## src/common/nor_pkg.sv

```systemverilog
package nor_pkg;

    // bus widths
    localparam int cmd_bits        = 6;
    localparam int addr_bits       = 26;
    localparam int data_bits       = 16;
    // unlock addresses are only 12 bits wide on the flash side
    localparam int table_addr_bits = 12;

    // longest unlock sequence, in bus cycles
    localparam int max_cycles      = 6;
    localparam int cycle_idx_bits  = 3;

    // command codes, carried in the top bits of the slave address
    localparam logic [cmd_bits-1:0] cmd_read         = 6'd0;
    localparam logic [cmd_bits-1:0] cmd_cfi_enter    = 6'd1;
    localparam logic [cmd_bits-1:0] cmd_program      = 6'd2;
    localparam logic [cmd_bits-1:0] cmd_erase_sector = 6'd3;
    localparam logic [cmd_bits-1:0] cmd_erase_chip   = 6'd4;
    localparam logic [cmd_bits-1:0] cmd_reset        = 6'd5;
    // anything above this is rejected with err
    localparam logic [cmd_bits-1:0] cmd_max_valid    = 6'd5;

    // bus cycles per command, indexed by code
    localparam logic [cycle_idx_bits-1:0] cycle_count [0:cmd_max_valid] = '{
        3'd1,   // read
        3'd1,   // cfi enter
        3'd4,   // program
        3'd6,   // sector erase
        3'd6,   // chip erase
        3'd1    // reset
    };

    // standard two-word unlock prefix
    localparam logic [table_addr_bits-1:0] unlock_adr_1 = 12'h555;
    localparam logic [table_addr_bits-1:0] unlock_adr_2 = 12'h2AA;
    localparam logic [data_bits-1:0]       unlock_dat_1 = 16'h00AA;
    localparam logic [data_bits-1:0]       unlock_dat_2 = 16'h0055;

    // slave address word: code above flash address
    typedef struct packed {
        logic [cmd_bits-1:0]  code;
        logic [addr_bits-1:0] addr;
    } nor_cmd_t;

    // latched request, latch to sequencer
    typedef struct packed {
        nor_cmd_t             cmd;
        logic [data_bits-1:0] data;
    } nor_req_t;

    // one flash bus cycle, sequencer to master
    typedef struct packed {
        logic [addr_bits-1:0] adr;
        logic [data_bits-1:0] dat;
        logic                 we;
    } nor_bus_req_t;

    // one row of the unlock table
    typedef struct packed {
        logic [table_addr_bits-1:0] fixed_adr;
        logic [data_bits-1:0]       fixed_dat;
        logic                       use_addr;   // take slave address instead
        logic                       use_data;   // take slave data instead
    } nor_cycle_entry_t;

endpackage

```

## src/nor_seq/nor_cycle_sequencer.sv

```systemverilog
`timescale 1ns/1ns

module nor_cycle_sequencer (
    input  logic                          wb_clk_i,
    input  logic                          mod_reset_i,
    input  nor_pkg::nor_req_t             req_i,
    input  logic                          start_i,
    input  logic                          bus_done_i,
    input  logic [nor_pkg::data_bits-1:0] bus_rdata_i,
    output logic                          bus_go_o,
    output nor_pkg::nor_bus_req_t         bus_req_o,
    output logic                          done_o,
    output logic [nor_pkg::data_bits-1:0] rdata_o
);

    logic                               busy;
    logic [nor_pkg::cycle_idx_bits-1:0] cycle_idx;
    logic [nor_pkg::cycle_idx_bits-1:0] cycle_cnt;
    logic [nor_pkg::cycle_idx_bits-1:0] next_idx;
    logic [nor_pkg::cycle_idx_bits-1:0] tbl_cycle;
    logic                               last_cycle;
    logic                               is_read;
    logic                               advance;
    nor_pkg::nor_cycle_entry_t          entry;
    nor_pkg::nor_bus_req_t              next_req;

    assign next_idx   = cycle_idx + 3'd1;
    assign last_cycle = next_idx == cycle_cnt;
    assign is_read    = req_i.cmd.code == nor_pkg::cmd_read;

    // more cycles to go after this bus_done
    assign advance = busy && bus_done_i && !last_cycle;

    // look up the row for the cycle about to be issued
    assign tbl_cycle = start_i ? '0 : next_idx;

    nor_cycle_table table_i (
        .code_i  (req_i.cmd.code),
        .cycle_i (tbl_cycle),
        .entry_o (entry)
    );

    // fixed row value or the caller's address/data
    always_comb begin
        next_req.adr = {{(nor_pkg::addr_bits - nor_pkg::table_addr_bits){1'b0}},
                        entry.fixed_adr};
        if (entry.use_addr) begin
            next_req.adr = req_i.cmd.addr;
        end
        next_req.dat = entry.use_data ? req_i.data : entry.fixed_dat;
        next_req.we  = !is_read;
    end

    always_ff @(posedge wb_clk_i) begin
        if (mod_reset_i) begin
            busy      <= 1'b0;
            cycle_idx <= '0;
            cycle_cnt <= '0;
            bus_go_o  <= 1'b0;
            done_o    <= 1'b0;
        end else begin
            bus_go_o <= 1'b0;
            done_o   <= 1'b0;
            if (start_i) begin
                busy      <= 1'b1;
                cycle_idx <= '0;
                // latch only starts us on a valid code
                cycle_cnt <= nor_pkg::cycle_count[req_i.cmd.code[2:0]];
                bus_go_o  <= 1'b1;
            end else if (advance) begin
                cycle_idx <= next_idx;
                bus_go_o  <= 1'b1;
            end else if (busy && bus_done_i) begin
                // last bus cycle back, ack the slave
                busy      <= 1'b0;
                cycle_idx <= '0;
                done_o    <= 1'b1;
            end
        end
    end

    // payload
    always_ff @(posedge wb_clk_i) begin
        if (start_i || advance) begin
            bus_req_o <= next_req;
        end
        // read data only moves with the ack of a read
        if (busy && bus_done_i && last_cycle && is_read) begin
            rdata_o <= bus_rdata_i;
        end
    end

    a_idx_in_range : assert property (@(posedge wb_clk_i) disable iff (mod_reset_i)
        busy |-> cycle_idx < cycle_cnt);

endmodule

```

## src/nor_seq/nor_cycle_table.sv

```systemverilog
`timescale 1ns/1ns

module nor_cycle_table (
    input  logic [nor_pkg::cmd_bits-1:0]       code_i,
    input  logic [nor_pkg::cycle_idx_bits-1:0] cycle_i,
    output nor_pkg::nor_cycle_entry_t          entry_o
);

    logic [nor_pkg::cycle_idx_bits-1:0] cnt;

    // sequence length; zero for bad codes so every row blanks out
    always_comb begin
        cnt = '0;
        if (code_i <= nor_pkg::cmd_max_valid) begin
            // valid codes fit in the low 3 bits
            cnt = nor_pkg::cycle_count[code_i[2:0]];
        end
    end

    always_comb begin
        entry_o = '0;
        case (code_i)
            nor_pkg::cmd_read: begin
                // single read at the caller's address
                entry_o.use_addr = 1'b1;
            end
            nor_pkg::cmd_cfi_enter: begin
                entry_o.fixed_adr = 12'h055;
                entry_o.fixed_dat = 16'h0098;
            end
            nor_pkg::cmd_program: begin
                case (cycle_i)
                    3'd0: begin
                        entry_o.fixed_adr = nor_pkg::unlock_adr_1;
                        entry_o.fixed_dat = nor_pkg::unlock_dat_1;
                    end
                    3'd1: begin
                        entry_o.fixed_adr = nor_pkg::unlock_adr_2;
                        entry_o.fixed_dat = nor_pkg::unlock_dat_2;
                    end
                    3'd2: begin
                        entry_o.fixed_adr = nor_pkg::unlock_adr_1;
                        entry_o.fixed_dat = 16'h00A0;
                    end
                    default: begin
                        // program word goes straight to its own address
                        entry_o.use_addr = 1'b1;
                        entry_o.use_data = 1'b1;
                    end
                endcase
            end
            nor_pkg::cmd_erase_sector, nor_pkg::cmd_erase_chip: begin
                case (cycle_i)
                    3'd0, 3'd3: begin
                        entry_o.fixed_adr = nor_pkg::unlock_adr_1;
                        entry_o.fixed_dat = nor_pkg::unlock_dat_1;
                    end
                    3'd1, 3'd4: begin
                        entry_o.fixed_adr = nor_pkg::unlock_adr_2;
                        entry_o.fixed_dat = nor_pkg::unlock_dat_2;
                    end
                    3'd2: begin
                        entry_o.fixed_adr = nor_pkg::unlock_adr_1;
                        entry_o.fixed_dat = 16'h0080;
                    end
                    default: begin
                        // last word differs: sector address + 30, or 555 + 10
                        if (code_i == nor_pkg::cmd_erase_sector) begin
                            entry_o.use_addr  = 1'b1;
                            entry_o.fixed_dat = 16'h0030;
                        end else begin
                            entry_o.fixed_adr = nor_pkg::unlock_adr_1;
                            entry_o.fixed_dat = 16'h0010;
                        end
                    end
                endcase
            end
            nor_pkg::cmd_reset: begin
                entry_o.fixed_dat = 16'h00F0;
            end
            default: ;
        endcase
        // past the end of the sequence
        if (cycle_i >= cnt) begin
            entry_o = '0;
        end
    end

endmodule

```

## src/nor_bus_master.sv

```systemverilog
`timescale 1ns/1ns

module nor_bus_master (
    input  logic                          wb_clk_i,
    input  logic                          mod_reset_i,
    input  logic                          go_i,
    input  nor_pkg::nor_bus_req_t         req_i,
    input  logic                          wbm_ack_i,
    input  logic [nor_pkg::data_bits-1:0] wbm_dat_i,
    input  logic                          wbm_stall_i,
    output logic [nor_pkg::addr_bits-1:0] wbm_adr_o,
    output logic [nor_pkg::data_bits-1:0] wbm_dat_o,
    output logic                          wbm_we_o,
    output logic                          wbm_stb_o,
    output logic                          wbm_cyc_o,
    output logic                          done_o,
    output logic [nor_pkg::data_bits-1:0] rdata_o
);

    logic pending;
    logic cycle_end;

    assign cycle_end = wbm_cyc_o && wbm_ack_i;

    always_ff @(posedge wb_clk_i) begin
        if (mod_reset_i) begin
            pending   <= 1'b0;
            wbm_cyc_o <= 1'b0;
            wbm_stb_o <= 1'b0;
            wbm_we_o  <= 1'b0;
            done_o    <= 1'b0;
        end else begin
            // strobe is a single cycle
            wbm_stb_o <= 1'b0;
            done_o    <= 1'b0;
            if (go_i) begin
                pending  <= 1'b1;
                wbm_we_o <= req_i.we;
            end else if (pending && !wbm_stall_i) begin
                // slave ready, launch
                pending   <= 1'b0;
                wbm_cyc_o <= 1'b1;
                wbm_stb_o <= 1'b1;
            end else if (cycle_end) begin
                wbm_cyc_o <= 1'b0;
                wbm_we_o  <= 1'b0;
                done_o    <= 1'b1;
            end
        end
    end

    // address/data held from go until the next go
    always_ff @(posedge wb_clk_i) begin
        if (go_i) begin
            wbm_adr_o <= req_i.adr;
            wbm_dat_o <= req_i.dat;
        end
        if (cycle_end) begin
            rdata_o <= wbm_dat_i;
        end
    end

    a_stb_in_cyc : assert property (@(posedge wb_clk_i) wbm_stb_o |-> wbm_cyc_o);

    // back-pressure must not disturb the waiting request
    a_stall_stable : assert property (@(posedge wb_clk_i) disable iff (mod_reset_i)
        pending && wbm_stall_i |=> $stable({wbm_adr_o, wbm_dat_o, wbm_we_o}));

endmodule

```

## src/nor_controller.sv

```systemverilog
`timescale 1ns/1ns

module nor_controller (
    input  logic                          wb_clk_i,
    input  logic                          wb_rst_i,
    input  nor_pkg::nor_cmd_t             wbs_adr_i,
    input  logic [nor_pkg::data_bits-1:0] wbs_dat_i,
    // direction comes from the command code, so we is not looked at
    input  logic                          wbs_we_i,
    input  logic                          wbs_stb_i,
    input  logic                          wbs_cyc_i,
    output logic                          wbs_err_o,
    output logic                          wbs_ack_o,
    output logic [nor_pkg::data_bits-1:0] wbs_dat_o,
    output logic                          wbs_stall_o,
    output logic [nor_pkg::addr_bits-1:0] wbm_adr_o,
    output logic [nor_pkg::data_bits-1:0] wbm_dat_o,
    output logic                          wbm_we_o,
    output logic                          wbm_stb_o,
    output logic                          wbm_cyc_o,
    input  logic                          wbm_err_i,
    input  logic                          wbm_ack_i,
    input  logic [nor_pkg::data_bits-1:0] wbm_dat_i,
    input  logic                          wbm_stall_i
);

    logic                          mod_reset;
    logic                          cmd_err;
    logic                          start;
    logic                          bus_go;
    logic                          bus_done;
    logic [nor_pkg::data_bits-1:0] bus_rdata;
    nor_pkg::nor_req_t             req;
    nor_pkg::nor_bus_req_t         bus_req;

    // dropped cyc or any error aborts the whole command
    assign mod_reset = wb_rst_i || !wbs_cyc_i || wbs_err_o;
    assign wbs_err_o = cmd_err || wbm_err_i;

    nor_req_latch req_latch_i (
        .wb_clk_i    (wb_clk_i),
        .mod_reset_i (mod_reset),
        .stb_i       (wbs_stb_i),
        .cmd_i       (wbs_adr_i),
        .data_i      (wbs_dat_i),
        .done_i      (wbs_ack_o),
        .req_o       (req),
        .start_o     (start),
        .stall_o     (wbs_stall_o),
        .cmd_err_o   (cmd_err)
    );

    // done doubles as the slave ack
    nor_cycle_sequencer sequencer_i (
        .wb_clk_i    (wb_clk_i),
        .mod_reset_i (mod_reset),
        .req_i       (req),
        .start_i     (start),
        .bus_done_i  (bus_done),
        .bus_rdata_i (bus_rdata),
        .bus_go_o    (bus_go),
        .bus_req_o   (bus_req),
        .done_o      (wbs_ack_o),
        .rdata_o     (wbs_dat_o)
    );

    nor_bus_master bus_master_i (
        .wb_clk_i    (wb_clk_i),
        .mod_reset_i (mod_reset),
        .go_i        (bus_go),
        .req_i       (bus_req),
        .wbm_ack_i   (wbm_ack_i),
        .wbm_dat_i   (wbm_dat_i),
        .wbm_stall_i (wbm_stall_i),
        .wbm_adr_o   (wbm_adr_o),
        .wbm_dat_o   (wbm_dat_o),
        .wbm_we_o    (wbm_we_o),
        .wbm_stb_o   (wbm_stb_o),
        .wbm_cyc_o   (wbm_cyc_o),
        .done_o      (bus_done),
        .rdata_o     (bus_rdata)
    );

endmodule

```

## src/nor_req_latch.sv

```systemverilog
`timescale 1ns/1ns

module nor_req_latch (
    input  logic                             wb_clk_i,
    input  logic                             mod_reset_i,
    input  logic                             stb_i,
    input  nor_pkg::nor_cmd_t                cmd_i,
    input  logic [nor_pkg::data_bits-1:0]    data_i,
    input  logic                             done_i,
    output nor_pkg::nor_req_t                req_o,
    output logic                             start_o,
    output logic                             stall_o,
    output logic                             cmd_err_o
);

    logic req_valid;
    logic accept;
    logic cmd_ok;

    // one command in flight, so stall whenever something is held
    assign accept  = stb_i && !req_valid;
    assign stall_o = req_valid;

    // code check on the incoming word, for the start pulse
    assign cmd_ok = cmd_i.code <= nor_pkg::cmd_max_valid;

    // held code out of range; top turns this into err and mod_reset
    assign cmd_err_o = req_valid && (req_o.cmd.code > nor_pkg::cmd_max_valid);

    always_ff @(posedge wb_clk_i) begin
        if (mod_reset_i) begin
            req_valid <= 1'b0;
            start_o   <= 1'b0;
        end else begin
            // start only for a valid code, one cycle after accept
            start_o <= accept && cmd_ok;
            if (accept) begin
                req_valid <= 1'b1;
            end else if (done_i) begin
                req_valid <= 1'b0;
            end
        end
    end

    // payload
    always_ff @(posedge wb_clk_i) begin
        if (accept) begin
            req_o <= {cmd_i, data_i};
        end
    end

    // held request must not move until the sequencer is done with it
    a_hold_until_done : assert property (@(posedge wb_clk_i) disable iff (mod_reset_i)
        stall_o && !done_i |=> stall_o && $stable(req_o));

endmodule

```

## config.mk

```make
export PLATFORM = sky130hd
export DESIGN_NAME = nor_controller
export DESIGN_NICKNAME = d
export VERILOG_FILES = /design/src/common/nor_pkg.sv /design/src/nor_seq/nor_cycle_sequencer.sv /design/src/nor_seq/nor_cycle_table.sv /design/src/nor_bus_master.sv /design/src/nor_controller.sv /design/src/nor_req_latch.sv
export SDC_FILE = /design/constraint.sdc
export NUM_CORES = 1
export LEC_CHECK = 0
export BUFFER_PORTS_ARGS = -buffer_cell sky130_fd_sc_hd__buf_4
export CAP_MARGIN = 20
export CORE_MARGIN = 5
export CORE_UTILIZATION = 54
export DETAILED_ROUTE_END_ITERATION = 12
export GPL_TIMING_DRIVEN = 1
export MAX_ROUTING_LAYER = met4
export PLACE_DENSITY = 0.79
export SKIP_LAST_GASP = 1
export SYNTH_ARGS = -nofsm -noshare
export SYNTH_HDL_FRONTEND = slang
export SYNTH_SLANG_ARGS = --single-unit
```

## constraint.sdc

```tcl
create_clock -name wb_clk_i -period 2.8 [get_ports wb_clk_i]
set_input_delay 0.42 -clock wb_clk_i [delete_from_list [all_inputs] [get_ports wb_clk_i]]
set_output_delay 0.42 -clock wb_clk_i [all_outputs]
set_load 0.05 [all_outputs]
```

==> run metrics <==
Avg Inst Size Synth 17.3 um^2; Place WS 172 ps; Period Utilization, post-route 91.4%; input/output buffers 134; Post-Synth Simple-Gate Area 8.89%; Worst Path Required 3080 ps; Max Fclk 391 MHz; Die Footprint 14300 um^2; mux cell area share after synthesis 0%; Final setup viols 0; Psw 1.05 mW; Syn Std Cell Area 6470 um^2; largest family of logic cells by synthesized area simple AND/OR/NAND/NOR gates; status finished, final reports clean; per-cell routed wire length 18.0 um; Compound-Gate Fraction of Synth Area 5.84%; post-route setup slack 241 ps; CORE AREA 11900 um^2; Leak 3.11 nW; sequential share of power 54.3%; Min-Delay Path Class in2reg; dpl hpwl 8280 um; final hold violation count 0; Final min period 2560 ps; Slew Viols, Final 0; die width 120 um; Initial Util 54.6%; count of different cell masters after synthesis 46; CTS tree yes; WL met3 854 um; CTS buffer count 17; Max clock buf depth 2; clock sinks 181; Syn-to-layout area delta 28.2%; register area share after synthesis 81.5%; Via density 5.26; initial drt markers 259; H-tree depth 4; vias in the first global route 3793; Post-synth ARST share 0%; Synth Area in Adders 0.754%; 1st-pass router iterations 5; multi-input logic area 1100 um^2; Overflow after GRT 0; Post-Synth XOR/XNOR Area 1.53%; Setup Skew 5.95 ps; worst-path maximum fanout 24; Pwr per Cell Area 664 nW/um^2; RSZ-0062 raised after global routing false; GPL Wtd Cong 0.936; sequential cell area 5280 um^2; Clk Latency, worst-skew pair 410 ps; setup bufs post-CTS 0; Comb pwr share 2.7%; maximum vdd drop 412 uV; # fillers 776; GRT Total Usage 18.4%; fraction of layout cells with a size suffix above 1 35.8%; Clock power frac 43.0%; Internal 4.46 mW; synth warn 0; Max Used Layer met4; initial antenna violation count 0; boundary pin count 136; #FFs+latches synth 181; met2 WL 6500 um; first-pass GRT wire length 19500 um; Synth Flop Type edfxtp_1; M1 WL 4800 um; Switching Fraction 19.1%; Reg clk slew, reported paths 70 ps; DRT Wirelength 12300 um; Critical Path AT 2840 ps; remaining antenna violation count 0; Antenna diodes 0; cells after synthesis 375; worst-margin pin slew 807 ps; Site Rows 40; vias post-DR 3609; Slew headroom 46.2%; DRC 0; CTS Root Cell clkbuf_16; die span in y 120 um; post-route setup TNS 0 ps; Crit Path Class reg2reg; pin count of the biggest net entering global routing 50; crit path capture type register; syn_nets 450; Max Cap Viol 0; Total Nets Final 601; number of synthesized flops with an enable pin 165; Setup crit start kind register
## worst paths after layout
path	endpoint	slack [ps]	startpoint	depth (start not counted)
setup / recovery	sequencer_i.bus_req_o[37]	240	req_latch_i.req_o[47]	8
hold / removal	req_latch_i.req_o[34]	180	wbs_adr_i[18]	1
setup reg to reg	sequencer_i.bus_req_o[37]	240	req_latch_i.req_o[47]	8
hold reg to reg	bus_master_i.wbm_adr_o[1]	420	sequencer_i.bus_req_o[18]	0
## cells by family after synthesis
logic type,count (synthesis)
DFF,181
and+or+nand+nor,108
AOI/OAI and AO/OA,55
buffers and inverters,20
xor gates and xnor gates,7
adders and majority gates,4
## power groups by stage
stage | registers (mW) | clock network, mW | logic (mW)
2_1_floorplan | 3.04 | 0 | 0.0536
3_3_place_gp | 3.05 | 0 | 0.145
3_5_place_dp | 3.05 | 0 | 0.150
4_1_cts | 2.99 | 2.41 | 0.152
5_1_grt | 2.99 | 2.53 | 0.163
6_report | 2.99 | 2.37 | 0.150
## cells in the final DEF (no fill, tap or decap), types with 2 or more instances in the layout
| master | netlist | layout |
|---|---|---|
| clkbuf_16 | 0 | 17 |
| nor2b_1 | 6 | 6 |
| xor3_1 | 2 | 2 |
| edfxtp_1 | 165 | 165 |
| or2_2 | 4 | 4 |
| inv_6 | 0 | 3 |
| xor2_1 | 2 | 2 |
| clkinvlp_4 | 0 | 3 |
| inv_1 | 5 | 4 |
| nand3b_1 | 3 | 3 |
| nand2b_1 | 8 | 8 |
| and3_1 | 23 | 23 |
| ha_1 | 3 | 3 |
| a22oi_1 | 4 | 4 |
| xnor2_1 | 2 | 2 |
| nor3_1 | 17 | 17 |
| o2111ai_1 | 2 | 2 |
| nand2_1 | 10 | 10 |
| nor2_1 | 28 | 28 |
| a211oi_1 | 2 | 2 |
| and2_1 | 2 | 2 |
| a2111oi_0 | 3 | 3 |
| buf_4 | 0 | 146 |
| dfxtp_1 | 16 | 15 |
| clkinv_1 | 0 | 2 |
| o21ai_0 | 5 | 5 |
| a21oi_1 | 27 | 27 |
| clkinv_4 | 0 | 3 |
| bufinv_16 | 0 | 3 |
| or3_1 | 2 | 2 |
## sequential cells by signal, indices dropped and copies added (netlist names)
signal                  flops
bus_master_i.wbm_stb_o      1
sequencer_i.done_o          1
bus_master_i.wbm_we_o       1
req_latch_i.start_o         1
req_latch_i.stall_o         1
bus_master_i.rdata_o       16
bus_master_i.pending        1
bus_master_i.done_o         1
sequencer_i.bus_req_o      43
sequencer_i.cycle_cnt       3
bus_master_i.wbm_dat_o     16
sequencer_i.bus_go_o        1
req_latch_i.req_o          48
bus_master_i.wbm_adr_o     26
sequencer_i.busy            1
bus_master_i.wbm_cyc_o      1
sequencer_i.cycle_idx       3
sequencer_i.rdata_o        16
## metrics by stage
step                hold WS (ps)  total power, mW  utilization (%)  std cells  instance area, um^2
global route                 156             5.69             70.0        686                 8300
global placement             401             3.19             64.7        653                 7680
finish                       176             5.51             70.0        686                 8300
detailed placement           405             3.20             64.7        653                 7680
CTS                          158             5.56             69.8        685                 8280
floorplan                    400             3.10                -        375                 6470
## routing by layer
layer  vias up  global-route usage, %
met5         -                      -
met4         0                   7.73
met3        12                   4.62
met2       129                   30.5
met1      1732                   21.8
li1       1736                      -
## layout make-up
type,instances,area share [%]
clock buffers,17,5.13
clock inverters,15,2.14
inverters,5,0.226
multi-input cells,174,13.3
flip-flops and latches,181,63.6
well taps,147,2.22
repair buffers,147,13.4
## synth_stat cells, types with 2 or more instances
| cell | n | area [um^2] |
|---|---|---|
| ha_1 | 3 | 37.5 |
| clkbuf_1 | 5 | 18.8 |
| xor3_1 | 2 | 47.6 |
| xor2_1 | 2 | 17.5 |
| and3_1 | 23 | 144 |
| nor2_1 | 28 | 105 |
| a2111oi_0 | 3 | 26.3 |
| nor3_1 | 17 | 85.1 |
| o2111ai_1 | 2 | 17.5 |
| nand2b_1 | 8 | 50.1 |
| nor2b_1 | 6 | 37.5 |
| buf_2 | 7 | 35.0 |
| edfxtp_1 | 165 | 4950 |
| a21oi_1 | 27 | 135 |
| inv_1 | 5 | 18.8 |
| or3_1 | 2 | 12.5 |
| xnor2_1 | 2 | 17.5 |
| a22oi_1 | 4 | 30.0 |
| buf_6 | 2 | 22.5 |
| a211oi_1 | 2 | 15.0 |
| and2_1 | 2 | 12.5 |
| nand2_1 | 10 | 37.5 |
| o21ai_0 | 5 | 25.0 |
| nand3b_1 | 3 | 22.5 |
| or2_2 | 4 | 25.0 |
| dfxtp_1 | 16 | 320 |
## worst max-delay path, cell delays in order, from the launching register on
cell and delay [ps]:
edfxtp_1 420, or3_1 450, nor3_1 220, ha_1 260, nand2b_1 150, maj3_2 330
a21oi_2 140, buf_4 240, and3_1 210
## timing repair
item	in CTS	in global routing
hold endpoints to repair	0	0
gates resized for setup	0	1
hold buffers	0	0
endpoints found under the setup margin	0	3
(Power assumes the default switching activity.)
